==> src/source/isa_pkg.sv <==
// isa_pkg: RISC-V data width and the opcode and function type encodings
package isa_pkg;

    // architectural data width
    localparam int xlen = 32;

    // ALU operations, 4 bit encoding
    typedef enum logic [3:0] {
        ADD  = 4'h0,
        SUB  = 4'h1,
        AND  = 4'h2,
        OR   = 4'h3,
        XOR  = 4'h4,
        SLT  = 4'h5,
        SLTU = 4'h6,
        SLL  = 4'h7,
        SRL  = 4'h8,
        SRA  = 4'h9
    } alu_func_e;

    // multiply operations
    // MUL keeps the low word, MULH and MULHU keep the high word
    typedef enum logic [1:0] {
        MUL   = 2'h0,
        MULH  = 2'h1,
        MULHU = 2'h2
    } mult_func_e;

    // functional unit class an instruction was issued to
    typedef enum logic {
        ALU  = 1'b0,
        MULT = 1'b1
    } func_type_e;

endpackage
==> src/source/ooo_pkg.sv <==
// ooo_pkg: out-of-order machine sizes and the packets passed between issue, execute and complete
package ooo_pkg;
    import isa_pkg::*;

    // physical register file, 64 entries
    localparam int phys_reg_sz = 6;
    // index 0 means the instruction has no writeback
    localparam logic [phys_reg_sz-1:0] zero_reg = '0;

    // reorder buffer index width
    localparam int rob_sz = 5;

    // functional unit slots per class
    localparam int num_fu_alu   = 4;
    localparam int num_fu_mult  = 2;
    localparam int max_fu_index = 2;

    // issue to execute
    typedef struct packed {
        logic                    valid;
        func_type_e              function_type;
        alu_func_e               alu_func;
        mult_func_e              mult_func;
        logic [xlen-1:0]         opa_value;
        logic [xlen-1:0]         opb_value;
        // pc of the next instruction, link value for jumps
        logic [xlen-1:0]         npc;
        logic                    uncond_branch;
        logic                    halt;
        logic                    illegal;
        logic [phys_reg_sz-1:0]  dest_reg_idx;
        logic [rob_sz-1:0]       rob_index;
        logic [max_fu_index-1:0] issued_fu_index;
    } issue_packet_t;

    // execute to complete, registered at the end of each unit
    typedef struct packed {
        logic                    valid;
        func_type_e              function_type;
        logic [xlen-1:0]         result;
        logic [xlen-1:0]         npc;
        logic                    take_branch;
        logic                    halt;
        logic                    illegal;
        logic [phys_reg_sz-1:0]  dest_reg_idx;
        logic [rob_sz-1:0]       rob_index;
        logic [max_fu_index-1:0] issued_fu_index;
    } ex_co_packet_t;

    // complete to retire, one per write lane
    typedef struct packed {
        logic                   valid;
        logic [rob_sz-1:0]      rob_index;
        logic                   take_branch;
        logic                   halt;
        logic                   illegal;
        logic                   regfile_en;
        logic [phys_reg_sz-1:0] regfile_idx;
        logic [xlen-1:0]        regfile_data;
    } co_re_packet_t;

endpackage

==> src/source/exec_complete_top.sv <==
// exec_complete_top: ALU and multiplier execute lanes feeding the complete stage
module exec_complete_top
    import ooo_pkg::*;
(
    input  logic                   clock,
    input  logic                   arst_n,
    input  issue_packet_t          alu_issue,
    input  issue_packet_t          mult_issue,
    output co_re_packet_t          co_alu,
    output co_re_packet_t          co_mult,
    output logic [num_fu_alu-1:0]  free_alu,
    output logic [num_fu_mult-1:0] free_mult
);

    // registered unit outputs
    ex_co_packet_t ex_co_alu;
    ex_co_packet_t ex_co_mult;

    // one cycle lane
    alu_unit u_alu (
        .clock  (clock),
        .arst_n (arst_n),
        .issue  (alu_issue),
        .ex_co  (ex_co_alu)
    );

    // three cycle lane
    mult_unit u_mult (
        .clock  (clock),
        .arst_n (arst_n),
        .issue  (mult_issue),
        .ex_co  (ex_co_mult)
    );

    // combinational, adds no cycle
    complete_stage u_complete (
        .ex_co_alu  (ex_co_alu),
        .ex_co_mult (ex_co_mult),
        .co_alu     (co_alu),
        .co_mult    (co_mult),
        .free_alu   (free_alu),
        .free_mult  (free_mult)
    );

endmodule

==> src/source/complete_stage.sv <==
// complete_stage: turns the ALU and multiply results into register writes, ROB packets and FU frees
module complete_stage
    import isa_pkg::*, ooo_pkg::*;
(
    input  ex_co_packet_t         ex_co_alu,
    input  ex_co_packet_t         ex_co_mult,
    output co_re_packet_t         co_alu,
    output co_re_packet_t         co_mult,
    output logic [num_fu_alu-1:0] free_alu,
    output logic [num_fu_mult-1:0] free_mult
);

    // same conversion for both lanes
    function automatic co_re_packet_t make_co(input ex_co_packet_t p);
        co_re_packet_t c;
        c.valid       = p.valid;
        c.rob_index   = p.rob_index;
        c.take_branch = p.take_branch;
        c.halt        = p.halt;
        c.illegal     = p.illegal;
        // zero_reg means no writeback
        c.regfile_en  = p.valid && (p.dest_reg_idx != zero_reg);
        c.regfile_idx = p.dest_reg_idx;
        // taken jumps write back the link value
        c.regfile_data = p.take_branch ? p.npc : p.result;
        return c;
    endfunction

    // a slot is returned only by a clean completion of the matching class
    // halt and illegal keep the slot, the ROB still sees the packet
    function automatic logic frees_slot(input ex_co_packet_t p, input func_type_e cls);
        logic ok;
        ok = p.valid && !p.halt && !p.illegal && (p.function_type == cls);
        return ok;
    endfunction

    logic alu_frees;
    logic mult_frees;

    assign co_alu  = make_co(ex_co_alu);
    assign co_mult = make_co(ex_co_mult);

    assign alu_frees  = frees_slot(ex_co_alu, ALU);
    assign mult_frees = frees_slot(ex_co_mult, MULT);

    // one hot at issued_fu_index
    always_comb begin
        for (int i = 0; i < num_fu_alu; i++) begin
            free_alu[i] = alu_frees &&
                          (ex_co_alu.issued_fu_index == max_fu_index'(i));
        end
    end

    // indexes past num_fu_mult never match, so nothing is freed for them
    always_comb begin
        for (int i = 0; i < num_fu_mult; i++) begin
            free_mult[i] = mult_frees &&
                           (ex_co_mult.issued_fu_index == max_fu_index'(i));
        end
    end

endmodule

==> src/source/mult_unit.sv <==
// mult_unit: three stage pipelined multiplier for MUL, MULH and MULHU with tags carried along
module mult_unit
    import isa_pkg::*, ooo_pkg::*;
(
    input  logic          clock,
    input  logic          arst_n,
    input  issue_packet_t issue,
    output ex_co_packet_t ex_co
);

    // fields that travel with each product
    typedef struct packed {
        func_type_e              function_type;
        mult_func_e              mult_func;
        logic [xlen-1:0]         npc;
        logic                    halt;
        logic                    illegal;
        logic [phys_reg_sz-1:0]  dest_reg_idx;
        logic [rob_sz-1:0]       rob_index;
        logic [max_fu_index-1:0] issued_fu_index;
    } mult_tag_t;

    // valid bits of stages 1 and 2, stage 3 keeps its own in ex_q
    logic [1:0]             valid_q;
    logic                   opa_sign;
    logic                   opb_sign;
    logic signed [xlen:0]   opa_s1;
    logic signed [xlen:0]   opb_s1;
    mult_tag_t              tag_s1;
    logic signed [2*xlen+1:0] full_prod;
    logic [2*xlen-1:0]      prod_s2;
    mult_tag_t              tag_s2;
    ex_co_packet_t          ex_q;

    // MULH extends both operands with the sign and MULHU with zero
    // MUL keeps the low word so the extension does not matter
    assign opa_sign = (issue.mult_func == MULH) & issue.opa_value[xlen-1];
    assign opb_sign = (issue.mult_func == MULH) & issue.opb_value[xlen-1];

    // 33x33 signed product whose low 64 bits hold the answer for every opcode
    assign full_prod = opa_s1 * opb_s1;

    always_ff @(posedge clock or negedge arst_n) begin
        if (!arst_n) begin
            valid_q <= '0;
        end else begin
            valid_q <= {valid_q[0], issue.valid};
        end
    end

    always_ff @(posedge clock) begin
        // stage 1 holds the extended operands and the tag
        opa_s1                 <= {opa_sign, issue.opa_value};
        opb_s1                 <= {opb_sign, issue.opb_value};
        tag_s1.function_type   <= issue.function_type;
        tag_s1.mult_func       <= issue.mult_func;
        tag_s1.npc             <= issue.npc;
        tag_s1.halt            <= issue.halt;
        tag_s1.illegal         <= issue.illegal;
        tag_s1.dest_reg_idx    <= issue.dest_reg_idx;
        tag_s1.rob_index       <= issue.rob_index;
        tag_s1.issued_fu_index <= issue.issued_fu_index;
        // stage 2 holds the full product
        prod_s2                <= full_prod[2*xlen-1:0];
        tag_s2                 <= tag_s1;
    end

    // stage 3 selects the word into the packet
    always_ff @(posedge clock or negedge arst_n) begin
        if (!arst_n) begin
            ex_q <= '0;
        end else begin
            ex_q.valid           <= valid_q[1];
            ex_q.function_type   <= tag_s2.function_type;
            ex_q.result          <= (tag_s2.mult_func == MUL) ? prod_s2[xlen-1:0]
                                                              : prod_s2[2*xlen-1:xlen];
            ex_q.npc             <= tag_s2.npc;
            // multiplies never redirect
            ex_q.take_branch     <= 1'b0;
            ex_q.halt            <= tag_s2.halt;
            ex_q.illegal         <= tag_s2.illegal;
            ex_q.dest_reg_idx    <= tag_s2.dest_reg_idx;
            ex_q.rob_index       <= tag_s2.rob_index;
            ex_q.issued_fu_index <= tag_s2.issued_fu_index;
        end
    end

    assign ex_co = ex_q;

endmodule

==> src/source/alu_unit.sv <==
// alu_unit: single cycle integer ALU that also resolves unconditional jumps
module alu_unit
    import isa_pkg::*, ooo_pkg::*;
(
    input  logic          clock,
    input  logic          arst_n,
    input  issue_packet_t issue,
    output ex_co_packet_t ex_co
);

    logic [xlen-1:0] opa;
    logic [xlen-1:0] opb;
    logic [4:0]      shamt;
    logic [xlen-1:0] result;
    ex_co_packet_t   ex_next;
    ex_co_packet_t   ex_q;

    assign opa   = issue.opa_value;
    assign opb   = issue.opb_value;
    // only the low 5 bits of opb count as shift amount
    assign shamt = opb[4:0];

    always_comb begin
        case (issue.alu_func)
            ADD:     result = opa + opb;
            SUB:     result = opa - opb;
            AND:     result = opa & opb;
            OR:      result = opa | opb;
            XOR:     result = opa ^ opb;
            // comparisons give 0 or 1 in bit 0
            SLT:     result = {{(xlen-1){1'b0}}, $signed(opa) < $signed(opb)};
            SLTU:    result = {{(xlen-1){1'b0}}, opa < opb};
            SLL:     result = opa << shamt;
            SRL:     result = opa >> shamt;
            SRA:     result = $unsigned($signed(opa) >>> shamt);
            default: result = '0;
        endcase
    end

    // jumps are always taken and the complete stage writes npc as the link value
    always_comb begin
        ex_next                 = '0;
        ex_next.valid           = issue.valid;
        ex_next.function_type   = issue.function_type;
        ex_next.result          = result;
        ex_next.npc             = issue.npc;
        ex_next.take_branch     = issue.uncond_branch;
        ex_next.halt            = issue.halt;
        ex_next.illegal         = issue.illegal;
        ex_next.dest_reg_idx    = issue.dest_reg_idx;
        ex_next.rob_index       = issue.rob_index;
        ex_next.issued_fu_index = issue.issued_fu_index;
    end

    // execute to complete register
    always_ff @(posedge clock or negedge arst_n) begin
        if (!arst_n) begin
            ex_q <= '0;
        end else begin
            ex_q <= ex_next;
        end
    end

    assign ex_co = ex_q;

endmodule

==> config.mk <==
export PLATFORM = sky130hd
export DESIGN_NAME = exec_complete_top
export DESIGN_NICKNAME = d
export VERILOG_FILES = /design/src/source/isa_pkg.sv /design/src/source/ooo_pkg.sv /design/src/source/exec_complete_top.sv /design/src/source/complete_stage.sv /design/src/source/mult_unit.sv /design/src/source/alu_unit.sv
export SDC_FILE = /design/constraint.sdc
export NUM_CORES = 2
export LEC_CHECK = 0
export ABC_AREA = 1
export BUFFER_PORTS_ARGS = -buffer_cell sky130_fd_sc_hd__buf_2
export CAP_MARGIN = 20
export CELL_PAD_IN_SITES_DETAIL_PLACEMENT = 0
export CELL_PAD_IN_SITES_GLOBAL_PLACEMENT = 2
export CORE_UTILIZATION = 41
export CTS_BUF_LIST = sky130_fd_sc_hd__clkbuf_8 sky130_fd_sc_hd__clkbuf_16
export DETAILED_ROUTE_END_ITERATION = 12
export GPL_ROUTABILITY_DRIVEN = 0
export HOLD_SLACK_MARGIN = 0.03
export PLACE_DENSITY = 0.95
export SLEW_MARGIN = 5
export SYNTH_ARGS = -nofsm -noshare
export SYNTH_HDL_FRONTEND = slang
export SYNTH_HIERARCHICAL = 1
export SYNTH_SLANG_ARGS = --single-unit
==> constraint.sdc <==
create_clock -name clock -period 15.8 [get_ports clock]
set_input_delay 0.79 -clock clock [delete_from_list [all_inputs] [get_ports clock]]
set_output_delay 0.79 -clock clock [all_outputs]
set_load 0.05 [all_outputs]
==> results.tsv <==
stage	metric	value	unit
place	Port Buffer Count	335	
worst_setup_path	worst r2r src	u_mult/opb_s1[0]$_DFF_P_	
detailed_routing	Avg Vias per Cell	5.00	
worst_setup_path	maximum fanout along the worst path	33	
sta	Final Skew	0.0588	ns
logic_synthesis	top cell type's share of synthesized area	0.366	
floorplan	die area	0.152	mm²
worst_setup_path	slowest cell on the critical path	fa_1	
sta	RSZ-0062 raised after global routing	false	
cts	Setup Buffers After CTS	0	
layout	nets@finish	9852	
logic_synthesis	Post-Synth Simple-Gate Area	0.212	
logic_synthesis	mux contribution to synthesized area	0.00617	
layout	fraction of layout cells with a size suffix above 1	0.0793	
cts	H-tree depth	2	
logic_synthesis	FFs w/ async S/R, synth	0.418	
detailed_routing	DRT Pass-1 Iters	6	
global_route	largest net degree at the start of global routing	86	
run	max-cap viol count	0	
worst_setup_path	Reg2Reg Setup Slack	7.57	ns
cts	Clock Sinks	395	
logic_synthesis	part of the Yosys area used for sequential elements	0.142	
worst_setup_path	reg2reg path depth	26	
worst_setup_path	Crit Path Category	flop to flop	
layout	synthesis-to-finish area growth	7.28	%
logic_synthesis	largest family of logic cells by synthesized area	adder cells	
logic_synthesis	Synth Warn #	6	
detailed_routing	DRT iter0 DRCs	4032	
cts	Root Driver	clkbuf_16	
sta	Hold Violations, Final	0	
logic_synthesis	syn nets	9790	
sta	Slew HR	0.229	
status	outcome	finished clean	
sta	Max Fclk	0.122	GHz
floorplan	Top Ports	344	
logic_synthesis	Most used DFF post-synth	dfxtp_1	
detailed_routing	post-route DRC violation count	0	
detailed_routing	via count	51100	
worst_setup_path	CP dominant cell by count	fa_1	
logic_synthesis	Post-synth EDFFs	0	
worst_setup_path	critical path's largest stage delay	0.92	ns
logic_synthesis	Post-Synthesis Cells	8112	
sta	setup_tns	0	ns
sta	Final min period	8.23	ns
worst_setup_path	Critical Path End Type	flop	
detailed_routing	ANT nets after route	0	
floorplan	Core Region	0.149	mm²
worst_setup_path	reg2reg end	u_mult/prod_s2[59]$_DFF_P_	
worst_setup_path	worst path bufs/invs	8	
logic_synthesis	number of synthesized register bits	395	
global_route	GRT overflow	0	
sta	Final Max Slew Viols	0	
cts	Num CTS Buffers	45	
worst_hold_path	Hold Path Class	input port to asynchronous set/reset pin	
logic_synthesis	Compound-Gate Fraction of Synth Area	0.0409	
cts	CTS tree	done	
global_route	GRT Total Usage	0.271	
cts	Max Root-Sink Buffers	3	
logic_synthesis	Mapped Area	0.0616	mm²
global_route	initial antenna violation count	13	
logic_synthesis	Synth area leader	fa_1	
worst_setup_path	Worst EP required	16.30	ns
worst_setup_path	largest delay contributor family on the critical path	adder cells	
logic_synthesis	count of cell types in the netlist	53	
cts	CTS Hold Bufs	0	
floorplan	Initial Utilization	0.415	
cts	latest clock arrival within the worst-skew pair	0.66	ns
logic_synthesis	Synth Area in Adders	0.429	
logic_synthesis	xor/xnor share of the synthesized area	0.00597	
floorplan	Die X	390	µm
sta	Final Setup Violations	0	
detailed_routing	drt wl/cell	19.9	µm
logic_synthesis	syn avg cell area	7.60	µm²
place	DP Wirelength	160000	µm
global_route	vias in the first global route	53300	
detailed_routing	final WL	203000	µm
floorplan	row count	141	
worst_setup_path	Critical Path Source Type	flop	
cts	post-CTS sizing	0	
floorplan	Die Y-Extent	390	µm
logic_synthesis	top cells by area, synth	fa_1 (37%), nand2_1 (14%), inv_1 (13%)	
worst_setup_path	Worst Path Arrival	8.73	ns
sta	Final period util	0.521	
layout	# fillers	15200	
global_route	first-pass GRT wire length	315000	µm
cts	Clk pin slew, worst setup/hold paths	0.07	ns
sta	Least-Margin Pin Slew	1.16	ns
-- through the flow --
| step | util | hold WS, ns | std cells | instance area [µm²] | setup WS, ns |
|---|---|---|---|---|---|
| after global routing | 0.445 | 0.192 | 10200 | 66100 | 7.03 |
| after CTS | 0.445 | 0.164 | 10200 | 66100 | 7.58 |
| after floorplan | - | 0.310 | 8112 | 61600 | 8.60 |
| after global placement | 0.434 | 0.311 | 10100 | 64500 | 7.76 |
| after detailed placement | 0.434 | 0.312 | 10100 | 64500 | 7.65 |
| final | 0.445 | 0.190 | 10200 | 66100 | 7.57 |
-- layer usage --
layer	part of all wire	track usage	routed length (µm)	up-vias
li1	-	-	-	23400
met1	0.42	0.362	85300	25300
met2	0.46	0.451	94400	2032
met3	0.079	0.0429	16000	375
met4	0.035	0.0844	7160	10
met5	0.00029	0	58	-
-- logic make-up (layout without fill, tap and decap cells) --
group                    count (synthesis)  count (layout)
adder cells (fa/ha/maj)               1436            1436
buffers and inverters                 2587            2686
AO/OA/AOI/OAI                          422             422
other                                    1               2
XOR/XNOR                                42              42
flip-flops                             395             395
multiplexers                            34              34
AND/OR/NAND/NOR                       3195            3195
-- registers in the layout, summed over array words and instances (netlist names) --
register	count
u_alu/ex_co	82
u_mult/tag_s1	50
u_mult/prod_s2	64
u_mult/opa_s1	33
u_mult/opb_s1	33
u_mult/tag_s2	50
u_mult/ex_co	81
u_mult/valid_q	2
-- Yosys cell counts, types with 4 or more instances --
| cell | count |
|---|---|
| or2_2 | 8 |
| buf_1 | 4 |
| and2_1 | 9 |
| buf_2 | 54 |
| nor2_4 | 4 |
| nand3_2 | 9 |
| nand3b_1 | 13 |
| inv_2 | 10 |
| buf_4 | 45 |
| o21ai_2 | 55 |
| o21bai_1 | 32 |
| ha_1 | 309 |
| nand3_1 | 444 |
| nor3b_1 | 6 |
| o221ai_1 | 6 |
| buf_6 | 20 |
| nand2_1 | 2274 |
| xor2_1 | 35 |
| mux2_2 | 32 |
| o21ai_0 | 100 |
| inv_1 | 2174 |
| a21oi_1 | 164 |
| nor3_1 | 35 |
| dfrtp_1 | 165 |
| o22ai_1 | 20 |
| nor2_2 | 10 |
| clkbuf_1 | 274 |
| o211ai_1 | 15 |
| dfxtp_1 | 230 |
| nand4_1 | 48 |
| nand2_2 | 22 |
| fa_1 | 1127 |
| xnor2_1 | 7 |
| o21ai_1 | 17 |
| nor2_1 | 304 |
-- layout make-up --
type | count | area (µm²) | area share
timing repair buffer | 414 | 2310 | 0.0349
clock inverter | 33 | 352 | 0.00532
sequential | 395 | 8740 | 0.132
tap | 2002 | 2500 | 0.0379
antenna | 1 | 2.50 | 0.0000378
clock buffer | 51 | 1220 | 0.0184
inverter | 2188 | 8220 | 0.124
multi-input combinational | 5130 | 42800 | 0.647
-- worst max path at each step --
stage | start | to | slack [ns] | cells after the start
floorplan | u_mult/opb_s1[1]$_DFF_P_ | u_mult/prod_s2[63]$_DFF_P_ | 8.60 | 28
global placement | u_mult/opb_s1[0]$_DFF_P_ | u_mult/prod_s2[59]$_DFF_P_ | 7.76 | 26
detailed placement | u_mult/opb_s1[0]$_DFF_P_ | u_mult/prod_s2[59]$_DFF_P_ | 7.65 | 26
CTS | u_mult/opb_s1[0]$_DFF_P_ | u_mult/prod_s2[59]$_DFF_P_ | 7.58 | 26
global route | u_mult/opb_s1[0]$_DFF_P_ | u_mult/prod_s2[51]$_DFF_P_ | 7.03 | 26
finish | u_mult/opb_s1[0]$_DFF_P_ | u_mult/prod_s2[59]$_DFF_P_ | 7.57 | 26
-- placed cells by master (no fill, tap or decap), types with 35 or more instances in the layout --
cell       instances
nor2_1           303
fa_1            1127
nor3_1            35
o21ai_2           55
inv_1           2187
clkbuf_16         46
nand4_1           48
nand2_1         2274
dfxtp_1          228
xor2_1            35
nand3_1          444
buf_2            334
a21oi_1          164
ha_1             309
dfrtp_1          164
o21ai_0          100
buf_4             77
Power is left out: the tool's default activity adds up to more than one toggle a clock period on the data nets, which glitch-free logic cannot reach.
